### src/hw/stack_bus_pkg.sv
// Stack bus definitions for the OOB downstream channel.
// Framing codes, packet types, option codes and the beat layout.

package stack_bus_pkg;

  // ------------------------------------------------------------------
  // Message framing
  // ------------------------------------------------------------------

  typedef enum logic [1:0] {
    MOM     = 2'd0,
    SOM     = 2'd1,
    EOM     = 2'd2,
    SOM_EOM = 2'd3
  } cntl_t;

  // ------------------------------------------------------------------
  // OOB packet type and option codes
  // ------------------------------------------------------------------

  typedef enum logic [1:0] {
    NA        = 2'd0,
    PE_OP_CMD = 2'd1
  } oob_type_t;

  typedef enum logic [3:0] {
    NOP           = 4'd0,
    STOP_CMD      = 4'd1,
    SIMD_RELU_CMD = 4'd2,
    TAG           = 4'd3,
    NUM_LANES     = 4'd4
  } oob_opt_t;

  localparam int OOB_VALUE_W = 8;

  // Two labelled values per beat, opt0 in the upper bits
  typedef struct packed {
    oob_opt_t                 opt0;
    logic [OOB_VALUE_W-1:0]   value0;
    oob_opt_t                 opt1;
    logic [OOB_VALUE_W-1:0]   value1;
  } oob_data_t;

  // One bus beat (type is a keyword, hence pkt_type)
  typedef struct packed {
    cntl_t      cntl;
    oob_type_t  pkt_type;
    oob_data_t  data;
  } oob_beat_t;

endpackage
### src/hw/oob_cmd_pkg.sv
// Work-unit decoder command definitions for the OOB controller.
// Field widths, command layout, queue sizing and sequencer states.

package oob_cmd_pkg;

  // ------------------------------------------------------------------
  // Command fields
  // ------------------------------------------------------------------

  localparam int TAG_W       = 8;
  localparam int LANES_W     = 8;
  localparam int OPT_VALUE_W = 8;

  // Single-beat command from the decoder
  typedef struct packed {
    stack_bus_pkg::cntl_t     cntl;
    logic [TAG_W-1:0]         tag;
    logic [LANES_W-1:0]       num_lanes;
    logic [OPT_VALUE_W-1:0]   stop_cmd;
    logic [OPT_VALUE_W-1:0]   simd_cmd;
  } oob_cmd_t;

  // ------------------------------------------------------------------
  // Command queue sizing
  // ------------------------------------------------------------------

  localparam int QUEUE_DEPTH     = 8;
  // Leaves room for commands already in flight when ready drops
  localparam int QUEUE_THRESHOLD = 5;
  localparam int QUEUE_AW        = $clog2(QUEUE_DEPTH);
  localparam int QUEUE_CW        = $clog2(QUEUE_DEPTH + 1);

  typedef logic [QUEUE_AW-1:0] ptr_t;
  typedef logic [QUEUE_CW-1:0] count_t;

  // Packet sequencer states
  typedef enum logic [1:0] {
    WAIT        = 2'd0,
    START_PKT   = 2'd1,
    SECOND_BEAT = 2'd2,
    ERR         = 2'd3
  } seq_state_t;

endpackage

### src/hw/oob_downstream_top.sv
// OOB downstream controller top level.
// Command queue feeding the stack bus packet sequencer.

module oob_downstream_top (
  input  logic                     clk,
  input  logic                     rst_n,
  input  logic                     cmd_valid,
  input  oob_cmd_pkg::oob_cmd_t    cmd,
  output logic                     cmd_ready,
  output logic                     oob_valid,
  output stack_bus_pkg::oob_beat_t oob,
  input  logic                     oob_ready,
  output logic                     seq_error
);

  // Queue head toward the sequencer
  logic                   head_valid;
  oob_cmd_pkg::oob_cmd_t  head;
  logic                   head_pop;

  oob_cmd_queue u_queue (
    .clk        (clk),
    .rst_n      (rst_n),
    .cmd_valid  (cmd_valid),
    .cmd        (cmd),
    .cmd_ready  (cmd_ready),
    .head_valid (head_valid),
    .head       (head),
    .head_pop   (head_pop)
  );

  oob_packet_seq u_seq (
    .clk        (clk),
    .rst_n      (rst_n),
    .head_valid (head_valid),
    .head       (head),
    .head_pop   (head_pop),
    .oob_valid  (oob_valid),
    .oob        (oob),
    .oob_ready  (oob_ready),
    .seq_error  (seq_error)
  );

endmodule

### src/hw/oob_packet_seq.sv
// Packet sequencer for the OOB downstream stack bus.
// Turns each queued command into a SOM/EOM beat pair, holds an error
// state on bad framing, and drives registered bus outputs.

module oob_packet_seq (
  input  logic                     clk,
  input  logic                     rst_n,
  input  logic                     head_valid,
  input  oob_cmd_pkg::oob_cmd_t    head,
  output logic                     head_pop,
  output logic                     oob_valid,
  output stack_bus_pkg::oob_beat_t oob,
  input  logic                     oob_ready,
  output logic                     seq_error
);

  oob_cmd_pkg::seq_state_t    state;
  oob_cmd_pkg::seq_state_t    state_next;
  logic                       oob_ready_q;
  logic                       valid_next;
  stack_bus_pkg::oob_beat_t   beat_next;

  // ------------------------------------------------------------------
  // State machine
  // ------------------------------------------------------------------

  always_ff @(posedge clk)
  begin
    if (!rst_n)
    begin
      state       <= oob_cmd_pkg::WAIT;
      oob_ready_q <= 1'b0;
    end
    else
    begin
      state       <= state_next;
      oob_ready_q <= oob_ready;
    end
  end

  always_comb
  begin
    state_next = state;
    case (state)
      oob_cmd_pkg::WAIT:
      begin
        // Only single-beat commands are legal from the decoder
        if (head_valid && oob_ready_q)
        begin
          if (head.cntl == stack_bus_pkg::SOM_EOM)
            state_next = oob_cmd_pkg::START_PKT;
          else
            state_next = oob_cmd_pkg::ERR;
        end
      end
      oob_cmd_pkg::START_PKT:
        state_next = oob_cmd_pkg::SECOND_BEAT;
      oob_cmd_pkg::SECOND_BEAT:
        state_next = oob_cmd_pkg::WAIT;
      oob_cmd_pkg::ERR:
        state_next = oob_cmd_pkg::ERR;
      default:
        state_next = oob_cmd_pkg::WAIT;
    endcase
  end

  // Head is retired on the last beat
  assign head_pop = (state == oob_cmd_pkg::SECOND_BEAT);

  // ------------------------------------------------------------------
  // Beat formation
  // ------------------------------------------------------------------

  always_comb
  begin
    valid_next = 1'b0;
    beat_next  = '0;
    case (state)
      oob_cmd_pkg::START_PKT:
      begin
        valid_next                = 1'b1;
        beat_next.cntl            = stack_bus_pkg::SOM;
        beat_next.pkt_type        = stack_bus_pkg::PE_OP_CMD;
        beat_next.data.opt0       = stack_bus_pkg::STOP_CMD;
        beat_next.data.value0     = head.stop_cmd;
        beat_next.data.opt1       = stack_bus_pkg::SIMD_RELU_CMD;
        beat_next.data.value1     = head.simd_cmd;
      end
      oob_cmd_pkg::SECOND_BEAT:
      begin
        valid_next                = 1'b1;
        beat_next.cntl            = stack_bus_pkg::EOM;
        beat_next.pkt_type        = stack_bus_pkg::PE_OP_CMD;
        beat_next.data.opt0       = stack_bus_pkg::TAG;
        beat_next.data.value0     = head.tag;
        beat_next.data.opt1       = stack_bus_pkg::NUM_LANES;
        beat_next.data.value1     = head.num_lanes;
      end
      default:
      begin
        // Idle beat is MOM / NA / NOP with zero values
        beat_next.cntl            = stack_bus_pkg::MOM;
        beat_next.pkt_type        = stack_bus_pkg::NA;
        beat_next.data.opt0       = stack_bus_pkg::NOP;
        beat_next.data.opt1       = stack_bus_pkg::NOP;
      end
    endcase
  end

  // Registered bus outputs
  always_ff @(posedge clk)
  begin
    if (!rst_n)
    begin
      oob_valid <= 1'b0;
      oob       <= '0;
      seq_error <= 1'b0;
    end
    else
    begin
      oob_valid <= valid_next;
      oob       <= beat_next;
      seq_error <= (state == oob_cmd_pkg::ERR);
    end
  end

endmodule

### src/hw/oob_cmd_queue.sv
// Command queue for the OOB downstream controller.
// Registers decoder commands into a circular FIFO with an almost-full
// ready, and keeps a two-stage read pipeline charged toward the sequencer.

module oob_cmd_queue (
  input  logic                   clk,
  input  logic                   rst_n,
  input  logic                   cmd_valid,
  input  oob_cmd_pkg::oob_cmd_t  cmd,
  output logic                   cmd_ready,
  output logic                   head_valid,
  output oob_cmd_pkg::oob_cmd_t  head,
  input  logic                   head_pop
);

  // ------------------------------------------------------------------
  // Input register
  // ------------------------------------------------------------------

  logic                   in_valid;
  oob_cmd_pkg::oob_cmd_t  in_cmd;

  always_ff @(posedge clk)
  begin
    if (!rst_n)
      in_valid <= 1'b0;
    else
      in_valid <= cmd_valid;
  end

  always_ff @(posedge clk)
  begin
    in_cmd <= cmd;
  end

  // ------------------------------------------------------------------
  // Circular FIFO storage
  // ------------------------------------------------------------------

  oob_cmd_pkg::oob_cmd_t  mem [oob_cmd_pkg::QUEUE_DEPTH];
  oob_cmd_pkg::ptr_t      wr_ptr;
  oob_cmd_pkg::ptr_t      rd_ptr;
  oob_cmd_pkg::count_t    count;
  logic                   fifo_write;
  logic                   fifo_read;

  // FIFO output stage and pipe stage
  logic                   fifo_out_valid;
  oob_cmd_pkg::oob_cmd_t  fifo_out_cmd;
  logic                   fifo_out_read;
  logic                   pipe_valid;
  oob_cmd_pkg::oob_cmd_t  pipe_cmd;

  assign fifo_write = in_valid;

  // Pull from memory whenever the output stage is empty or moving on
  assign fifo_read     = (count != '0) && (!fifo_out_valid || fifo_out_read);
  assign fifo_out_read = fifo_out_valid && (!pipe_valid || head_pop);

  always_ff @(posedge clk)
  begin
    if (fifo_write)
      mem[wr_ptr] <= in_cmd;
  end

  always_ff @(posedge clk)
  begin
    if (!rst_n)
    begin
      wr_ptr <= '0;
      rd_ptr <= '0;
      count  <= '0;
    end
    else
    begin
      if (fifo_write)
        wr_ptr <= wr_ptr + 1'b1;
      if (fifo_read)
        rd_ptr <= rd_ptr + 1'b1;
      if (fifo_write && !fifo_read)
        count <= count + 1'b1;
      else if (!fifo_write && fifo_read)
        count <= count - 1'b1;
    end
  end

  // Almost-full ready, one cycle behind the count
  always_ff @(posedge clk)
  begin
    if (!rst_n)
      cmd_ready <= 1'b0;
    else
      cmd_ready <= count < oob_cmd_pkg::count_t'(oob_cmd_pkg::QUEUE_THRESHOLD);
  end

  // ------------------------------------------------------------------
  // Read pipeline
  // ------------------------------------------------------------------

  always_ff @(posedge clk)
  begin
    if (!rst_n)
    begin
      fifo_out_valid <= 1'b0;
      pipe_valid     <= 1'b0;
    end
    else
    begin
      if (fifo_read)
        fifo_out_valid <= 1'b1;
      else if (fifo_out_read)
        fifo_out_valid <= 1'b0;

      if (fifo_out_read)
        pipe_valid <= 1'b1;
      else if (head_pop)
        pipe_valid <= 1'b0;
    end
  end

  always_ff @(posedge clk)
  begin
    if (fifo_read)
      fifo_out_cmd <= mem[rd_ptr];
    if (fifo_out_read)
      pipe_cmd <= fifo_out_cmd;
  end

  assign head_valid = pipe_valid;
  assign head       = pipe_cmd;

endmodule

### config.mk
export PLATFORM = sky130hd
export DESIGN_NAME = oob_downstream_top
export DESIGN_NICKNAME = d
export VERILOG_FILES = /design/src/hw/stack_bus_pkg.sv /design/src/hw/oob_cmd_pkg.sv /design/src/hw/oob_downstream_top.sv /design/src/hw/oob_packet_seq.sv /design/src/hw/oob_cmd_queue.sv
export SDC_FILE = /design/constraint.sdc
export NUM_CORES = 1
export LEC_CHECK = 0
export ABC_AREA = 1
export BUFFER_PORTS_ARGS = -buffer_cell sky130_fd_sc_hd__buf_2
export CAP_MARGIN = 40
export CORE_ASPECT_RATIO = 1.1
export CORE_MARGIN = 3
export CORE_UTILIZATION = 42
export CTS_CLUSTER_SIZE = 14
export DETAILED_ROUTE_END_ITERATION = 10
export PLACE_DENSITY = 0.58
export SLEW_MARGIN = 30
export SYNTH_ARGS = -nofsm -noshare
export SYNTH_HDL_FRONTEND = slang
export SYNTH_SLANG_ARGS = --single-unit
### constraint.sdc
create_clock -name clk -period 3.5 [get_ports clk]
set_input_delay 0.7 -clock clk [delete_from_list [all_inputs] [get_ports clk]]
set_output_delay 0.7 -clock clk [all_outputs]
set_load 0.005 [all_outputs]
# After elaboration in Yosys (flattened, before gate mapping)
# Memories as Yosys holds them, arrays and structs flattened. A register that Yosys moved wholly into a read port is not among the register bits.
# Cells that the tools add are included.
classes:
  addsub: 4
  n_lt_le_gt_ge: 1
  n_eq_ne: 5
  mux: 16
  n_reduce_logical: 17
op_table:
  columns: ["op", "n"]
  rows:
  - ["$pmux 8 s2", 3]
  - ["$mux 4", 2]
  - ["$pmux 2 s4", 1]
  - ["$mux 1", 7]
  - ["$add 3x1->3 const B", 2]
  - ["$eq 2x2->1 const B", 3]
  - ["$pmux 3 s2", 1]
  - ["$reduce_bool 2->1", 3]
  - ["$logic_and 1x1->1", 5]
  - ["$add 4x1->4 const B", 1]
  - ["$logic_not 1->1", 4]
  - ["$lt 4x3->1 const B", 1]
  - ["$mux 2", 2]
  - ["$reduce_bool 4->1", 1]
  - ["$sub 4x1->4 const B", 1]
  - ["$eq 2x1->1 const B", 1]
  - ["$logic_not 2->1", 1]
  - ["$logic_or 1x1->1", 2]
  - ["$ne 2x1->1 const B", 1]
  - ["$reduce_or 2->1", 1]
totals:
  reg_bits: 115
  mem_bits_rw: 272
  in_bits: 38
  word_cells: 71
  mem_count: 1
mem_list:
  columns: ["memory", "depth", "width", "read_ports", "rd_clocked_by_memory_dff", "write_ports", "line_no", "text"]
  rows:
  - ["u_queue.mem", 8, 34, 1, 1, 1, "oob_cmd_queue.sv:40", "oob_cmd_pkg::oob_cmd_t mem [oob_cmd_pkg::QUEUE_DEPTH];"]

# Logic depth before layout (Yosys ltp)
# Gate-level depths: netlist of the first run.
logic_depth:
  depth_word: 8
  ltp_mapped: 16

# Hierarchy
# From an unflattened synthesis of the first run, not the netlist that was laid out.
unflattened:
  cells_unflattened: 1225
  hier_area_um2: 15329.7
modules_own_cells:
  columns: ["module", "n_inst", "cells_per_inst", "area_per_inst_um2"]
  rows:
  - ["oob_cmd_queue", 1, 1105, 14316.2]
  - ["oob_packet_seq", 1, 120, 1013.5]

# Worst setup path before layout of the first run
# Ideal clock, no wire load.
synth_path:
  kind: "register -> register"
  from: "register u_seq.state[0]"
  to: "register u_queue.pipe_cmd (netlist bit u_queue.head[0]) (enable)"
  setup_time_ns: 0.436
  t_arrival_ns: 2.423
  required_time_ns: 3.064
  slack_ns: 0.641
  path_stages_with_launch: 6
  period_less_slack_ns: 2.859
  cell_sequence: "dfxtp_1 > inv_1 > ha_1 > buf_4 > inv_1 > a21oi_1"
synth_between:
  elab_chain_cells: 3
synth_lines:
  columns: ["item", "line_no", "text"]
  rows:
  - ["from (decl)", "oob_packet_seq.sv:17", "oob_cmd_pkg::seq_state_t state;"]
  - ["from (signal assigned)", "oob_packet_seq.sv:31", "state <= oob_cmd_pkg::WAIT;"]
  - ["from (signal assigned)", "oob_packet_seq.sv:36", "state <= state_next;"]
  - ["$eq 2x2->1", "oob_packet_seq.sv:68", "assign head_pop = (state == oob_cmd_pkg::SECOND_BEAT);"]
  - ["$logic_or 1x1->1", "oob_cmd_queue.sv:58", "assign fifo_out_read = fifo_out_valid && (!pipe_valid || head_pop);"]
  - ["$logic_and 1x1->1", "oob_cmd_queue.sv:58", null]
  - ["via u_queue.fifo_out_read", "oob_cmd_queue.sv:50", "logic fifo_out_read;"]
  - ["to (signal assigned)", "oob_cmd_queue.sv:126", "pipe_cmd <= fifo_out_cmd;"]
  - ["to (decl)", "oob_cmd_queue.sv:52", "oob_cmd_pkg::oob_cmd_t pipe_cmd;"]
# The timed path passes the listed nets, and every way through them passes these cells.
# A chain may end at the register's enable or synchronous reset.

# Worst setup path in the final report of the first run
layout_path:
  from: "register u_seq.state[0]"
  to: "register u_queue.count[3]"
layout_between:
  elab_chain_cells: 8
  word_cells_on_any_way: 10
  cone_classes: "1 x eq/ne; 1 x mux; 8 x reduce/logical"
layout_lines:
  columns: ["item", "line_no", "text"]
  rows:
  - ["$eq 2x2->1 *", "oob_packet_seq.sv:68", null]
  - ["$logic_or 1x1->1 *", "oob_cmd_queue.sv:58", null]
  - ["$logic_and 1x1->1 *", "oob_cmd_queue.sv:58", null]
  - ["$logic_or 1x1->1 *", "oob_cmd_queue.sv:57", "assign fifo_read = (count != '0) && (!fifo_out_valid || fifo_out_read);"]
  - ["$logic_and 1x1->1 *", "oob_cmd_queue.sv:57", null]
  - ["$logic_not 1->1", "oob_cmd_queue.sv:80", "if (fifo_write && !fifo_read)"]
  - ["$logic_and 1x1->1", "oob_cmd_queue.sv:80", null]
  - ["$mux 4 / $reduce_bool 2->1 (equally long branches)", null, null]
  - ["to (signal assigned)", "oob_cmd_queue.sv:81", "count <= count + 1'b1;"]
  - ["to (signal assigned)", "oob_cmd_queue.sv:83", "count <= count - 1'b1;"]
  - ["to (decl)", "oob_cmd_queue.sv:43", "oob_cmd_pkg::count_t count;"]
# Every way passes the cells marked *; elsewhere a longest branch is shown, timed or not.

==> results of run 1 <==
==> area by class of cell <==
class                   count  area share
flip-flops and latches    411      0.6685
repair buffers             85     0.03235
clock buffers              61     0.07102
clock inverters            17    0.008985
inverters                  25    0.005535
multi-input cells         718      0.1791
well taps                 481     0.03457
==> state kept, by name, indices dropped and copies added, names as in the netlist, 2 cells and up <==
| register | count |
|---|---|
| u_queue.mem | 272 |
| u_queue.head | 34 |
| u_seq.oob | 19 |
| u_queue.fifo_out_cmd | 34 |
| u_queue.in_cmd | 34 |
| u_queue.wr_ptr | 3 |
| u_queue.count | 4 |
| u_seq.state | 2 |
| u_queue.rd_ptr | 3 |
==> how the worst min path moves through the flow <==
stage,start,end,slack (ns),cells after the start
final,cmd[28],u_queue.in_cmd[28]$_DFF_P_,0.26,1
after floorplan,u_queue.fifo_out_cmd[0]$_DFFE_PP_,u_queue.head[0]$_DFFE_PP_,0.40,0
after global routing,cmd[2],u_queue.in_cmd[2]$_DFF_P_,0.24,1
after detailed placement,u_queue.fifo_out_cmd[12]$_DFFE_PP_,u_queue.head[12]$_DFFE_PP_,0.40,0
after global placement,u_queue.fifo_out_cmd[3]$_DFFE_PP_,u_queue.head[3]$_DFFE_PP_,0.40,0
after CTS,cmd[1],u_queue.in_cmd[1]$_DFF_P_,0.23,1
==> worst reg2reg max path, cell delays in order, from the launching register on <==
cell,delay (ns)
dfxtp_1,0.38
inv_1,0.11
ha_1,0.22
buf_4,0.20
inv_1,0.14
nand3_1,0.13
nand2_1,0.20
ha_1,0.19
inv_1,0.10
ha_1,0.33
or2_2,0.31
nand3_1,0.09
nand3_1,0.07
nand2_1,0.06
inv_1,0.03
==> cells in the final DEF, fill, tap and decap left out, types with 3 or more instances in the layout <==
cell,synthesis,layout
buf_12,0,5
clkbuf_16,0,45
o21ai_1,42,42
o21ai_0,103,103
bufinv_16,0,3
buf_2,10,63
clkinv_1,1,6
conb_1,1,5
nand3_1,6,6
edfxtp_1,340,340
clkinv_2,0,10
nand2_1,228,228
inv_1,22,22
dfxtp_1,71,69
buf_4,13,16
ha_1,10,10
clkbuf_8,0,5
nor2_4,0,8
a21oi_1,27,26
xor2_1,3,3
clkbuf_1,12,11
nor2_1,290,282
==> cell families after synthesis <==
kind of cell,Yosys count,share of synthesized area
buffers and inverters,93,0.03762
other,1,0.0002462
and+or+nand+nor,526,0.1304
adders and majority gates,11,0.009527
AOI/OAI and AO/OA,173,0.05700
xor gates and xnor gates,3,0.001725
DFF,411,0.7635
==> metal layers <==
| metal | up-vias | global-route usage | part of all wire |
|---|---|---|---|
| li1 | 4262 | - | - |
| met2 | 224 | 0.2737 | 0.47 |
| met4 | 0 | 0.05441 | 0.026 |
| met3 | 61 | 0.02828 | 0.048 |
| met5 | - | 0 | 0 |
| met1 | 4098 | 0.2300 | 0.46 |
==> where the power goes <==
part	leakage, nW	internal [mW]	switching, mW
combinational	2.05	0.894	2.06
sequential	3.71	6.09	0.307
clock	0.685	2.67	1.78
==> flow_summary.json, run 1 <==
{
  "place_ws_ns": 0.8781,
  "crit_slowest_cell": "dfxtp_1",
  "drt-initial-drc-count": 692,
  "first_global_vias": 8373,
  "post_synth.cell_area_avg_um2": 12.51,
  "finalSetupTns_ns": 0,
  "slew_violations": 0,
  "cts_setup_buffers": 0,
  "crit_start": "u_seq.state[0]$_SDFFE_PN0P_",
  "crit_path_end_kind": "flip-flop",
  "yosysSeqAreaShare": 0.7635,
  "grt_overflow": 0,
  "setup_slack_ns": 0.8472,
  "firstDrtPassIters": 5,
  "final_area_um2": 17410,
  "areaGrowthSynthToFinish_pct": 14.26,
  "rr_startpoint": "u_seq.state[0]$_SDFFE_PN0P_",
  "die_x_um": 187.6,
  "insertedDiodeCount": 0,
  "num_rows": 72,
  "ctsLongestPathBuffers": 3,
  "ys_ff_latch": 411,
  "setup_viol_count_final": 0,
  "ys_warn_count": 0,
  "synth_top_area_share": 0.6702,
  "place_area_um2": 16010,
  "via_per_inst": 4.808,
  "wl_per_cell_um": 17.85,
  "synth.distinct_cells": 23,
  "rrSetupSlack_ns": 0.85,
  "timing.hold.ws_ns": 0.2573,
  "maxCapViolCount": 0,
  "dpl.cell_count": 1720,
  "antenna_found_initial": 0,
  "critPathBufInv": 5,
  "htree_levels": 2,
  "nets": 1332,
  "layout-drive-gt1-share": 0.1230,
  "multiInputGateArea_um2": 3117,
  "die-height_um": 205.8,
  "synth_edf_count": 340,
  "wirelength_um": 32100,
  "r2r-end": "u_queue.count[3]$_SDFFE_PN0P_",
  "fin_crit_ns": 2.653,
  "slowest_delay_ns": 0.38,
  "crit_chain": "inv_1 > ha_1 > buf_4 > inv_1 > nand3_1 > nand2_1 > ha_1 > inv_1 > ha_1 > or2_2 > nand3_1 > nand3_1 > nand2_1 > inv_1",
  "hold_class": "in -> reg",
  "yosys-top-cells-area": "edfxtp_1 67%, dfxtp_1 9.3%, nor2_1 7.1%",
  "crit_top_cell": "inv_1",
  "critical_path.endpoint": "u_queue.count[3]$_SDFFE_PN0P_",
  "clock_latency_ns": 0.54,
  "fin_skew_ns": 0.01802,
  "crit_cells": 14,
  "ctsHoldBuffers": 0,
  "status": "finished, final reports clean",
  "io_buffers": 63,
  "fillCellCount": 3120,
  "crit_arrival_ns": 3.09,
  "clk_pin_slew_ns": 0.06,
  "gr-usage-all-layers": 0.1674,
  "max_clock_freq_ghz": 0.3770,
  "worstPathRequired_ns": 3.94,
  "routed-via-count": 8645,
  "root_buffer": "clkbuf_16",
  "synthArstFlopShare": 0,
  "slew_headroom": 0.4672,
  "ir_worst_vdd_v": 0.0004084,
  "min_period_over_period": 0.7580,
  "cp_top_family": "simple AND/OR/NAND/NOR gates",
  "synth_top_area_cell": "edfxtp_1",
  "cts.sinks": 411,
  "grt_max_degree": 104,
  "start_kind": "flip-flop",
  "finalPower_mw": 13.80,
  "synth_flop_cell": "edfxtp_1",
  "drc": 0,
  "worstSetupPathType": "reg -> reg",
  "critPathMaxFanout": 18,
  "rsz0062_at_grt": "no",
  "synth.most_common_cell": "edfxtp_1",
  "ioPinCount": 69,
  "syn-cell-area_um2": 15230,
  "utilization": 0.4904,
  "final-instance-count-excl-fill": 1798,
  "start_util": 0.4292,
  "leakage_nw": 6.449,
  "dp_hpwl_um": 17340,
  "cts-resized-gates": 0,
  "cts_made_buffers": 42,
  "p_per_area_nw_per_um2": 793.1,
  "ant_nets": 0,
  "ys_top_cells_by_count": "340 x edfxtp_1, 290 x nor2_1, 228 x nand2_1, 103 x o21ai_0, 71 x dfxtp_1",
  "regArea_um2": 11640,
  "synthCells": 1218,
  "tritoncts": "done",
  "worst_pin_slew_ns": 0.7973,
  "fp.dieArea_um2": 38600,
  "place_congestion": 0.7056,
  "r2r_cells": 14,
  "hold_violations": 0,
  "coreArea_um2": 35490,
  "grt_pass1_wl_um": 49680
}
Note: power is estimated with default switching activity, not from simulation.
==> run 2, diff against run 1 <==
==> constraint.sdc (replaced) <==
create_clock -name clk -period 2.56 [get_ports clk]
set_input_delay 0.512 -clock clk [delete_from_list [all_inputs] [get_ports clk]]
set_output_delay 0.512 -clock clk [all_outputs]
set_load 0.005 [all_outputs]
==> flow_summary.json, run 2 (synthesis results as in run 1) <==
{
  "start_util": 0.4292,
  "wl_per_cell_um": 17.57,
  "min_period_over_period": 0.8935,
  "place_area_um2": 16140,
  "firstDrtPassIters": 6,
  "die-height_um": 205.8,
  "dp_hpwl_um": 16580,
  "hold_class": "in -> reg",
  "crit_slowest_cell": "dfxtp_2",
  "routed-via-count": 8755,
  "coreArea_um2": 35490,
  "place_congestion": 0.7555,
  "ioPinCount": 69,
  "maxCapViolCount": 0,
  "grt_max_degree": 72,
  "worst_pin_slew_ns": 0.6818,
  "mostFrequentLayoutCells": "340 x edfxtp_1, 282 x nor2_1, 228 x nand2_1, 103 x o21ai_0, 68 x dfxtp_1",
  "root_buffer": "clkbuf_16",
  "antenna_found_initial": 0,
  "rsz0062_at_grt": "no",
  "slew_headroom": 0.5444,
  "ant_nets": 0,
  "p_per_area_nw_per_um2": 1080,
  "crit_arrival_ns": 2.73,
  "cts_made_buffers": 42,
  "io_buffers": 63,
  "cp_top_family": "simple AND/OR/NAND/NOR gates",
  "status": "finished, final reports clean",
  "grt_overflow": 0,
  "num_rows": 72,
  "wirelength_um": 31640,
  "cts.sinks": 411,
  "crit_top_cell": "inv_1",
  "clk_pin_slew_ns": 0.06,
  "largest_register_ffs": 272,
  "fillCellCount": 3167,
  "leakage_nw": 6.503,
  "final_area_um2": 17530,
  "worstPathRequired_ns": 3.00,
  "nets": 1336,
  "finalSetupTns_ns": 0,
  "hold_violations": 0,
  "drc": 0,
  "fp.dieArea_um2": 38600,
  "slew_violations": 0,
  "drt-initial-drc-count": 695,
  "final_common_cell": "edfxtp_1",
  "fin_crit_ns": 2.287,
  "start_kind": "flip-flop",
  "ctsLongestPathBuffers": 3,
  "grt_pass1_wl_um": 48920,
  "htree_levels": 2,
  "layout-drive-gt1-share": 0.1326,
  "finalPower_mw": 18.94,
  "setup_viol_count_final": 0,
  "clock_latency_ns": 0.54,
  "via_per_inst": 4.861,
  "top_register": "u_queue.mem",
  "crit_path_end_kind": "flip-flop",
  "tritoncts": "done",
  "first_global_vias": 8369,
  "critPathBufInv": 4,
  "insertedDiodeCount": 0,
  "cts_setup_buffers": 0,
  "gr-usage-all-layers": 0.1652,
  "crit_chain": "inv_1 > ha_1 > inv_1 > nand3_1 > nand2_1 > ha_1 > inv_1 > ha_1 > or2_2 > nand3_1 > nand3_1 > nand2_1 > inv_1",
  "fin_skew_ns": 0.01828,
  "slowest_delay_ns": 0.35,
  "worstSetupPathType": "reg -> reg",
  "die_x_um": 187.6,
  "max_clock_freq_ghz": 0.4372,
  "ir_worst_vdd_v": 0.0005590,
  "timing.hold.ws_ns": 0.07697,
  "critPathMaxFanout": 4,
  "areaGrowthSynthToFinish_pct": 15.10
}
[run 2: per-stage QoR]
step                      cells  setup slack (ns)    util
after global placement     1723            0.3088  0.4540
final                      1801            0.2727  0.4940
after global routing       1801           0.04134  0.4940
after floorplan            1222          -0.04233       -
after detailed placement   1724            0.2316  0.4546
after CTS                  1801            0.2183  0.4940
[run 2: final timing paths]
| kind | slack [ns] | cells after the start | startpoint | to |
|---|---|---|---|---|
| max | 0.27 | 13 | u_seq.state[0]$_SDFFE_PN0P_ | u_queue.count[3]$_SDFFE_PN0P_ |
| min | 0.08 | 1 | cmd[15] | u_queue.in_cmd[15]$_DFF_P_ |
| max reg2reg | 0.27 | 13 | u_seq.state[0]$_SDFFE_PN0P_ | u_queue.count[3]$_SDFFE_PN0P_ |
| min reg2reg | 0.42 | 0 | u_queue.fifo_out_cmd[28]$_DFFE_PP_ | u_queue.head[28]$_DFFE_PP_ |
[run 2: area by class of cell]
cell class              instances  area (um2)  share of cell area
inverters                      25       95.09            0.005423
clock buffers                  58        1214             0.06922
clock inverters                19       183.9             0.01049
multi-input cells             718        3117              0.1778
repair buffers                 89       685.7             0.03910
well taps                     481       601.8             0.03432
flip-flops and latches        411       11640              0.6637
[run 2: metal layers]
layer,share of wire,wire length (um),GRT usage
met5,0,0,0
met4,0.021,675,0.05173
met3,0.049,1553,0.02845
met2,0.48,15070,0.2714
met1,0.45,14340,0.2264
[run 2: power breakdown]
| group | total [mW] | switching (mW) | internal [mW] | leakage [nW] |
|---|---|---|---|---|
| combinational | 4.19 | 2.87 | 1.32 | 2.10 |
| clock | 6.07 | 2.44 | 3.63 | 0.697 |
| sequential | 8.68 | 0.353 | 8.33 | 3.71 |
[run 2: repair_timing]
action                                  in CTS  in global routing
endpoints found under the setup margin       0                  1
hold buffers                                 0                  0
gates resized for setup                      0                  1
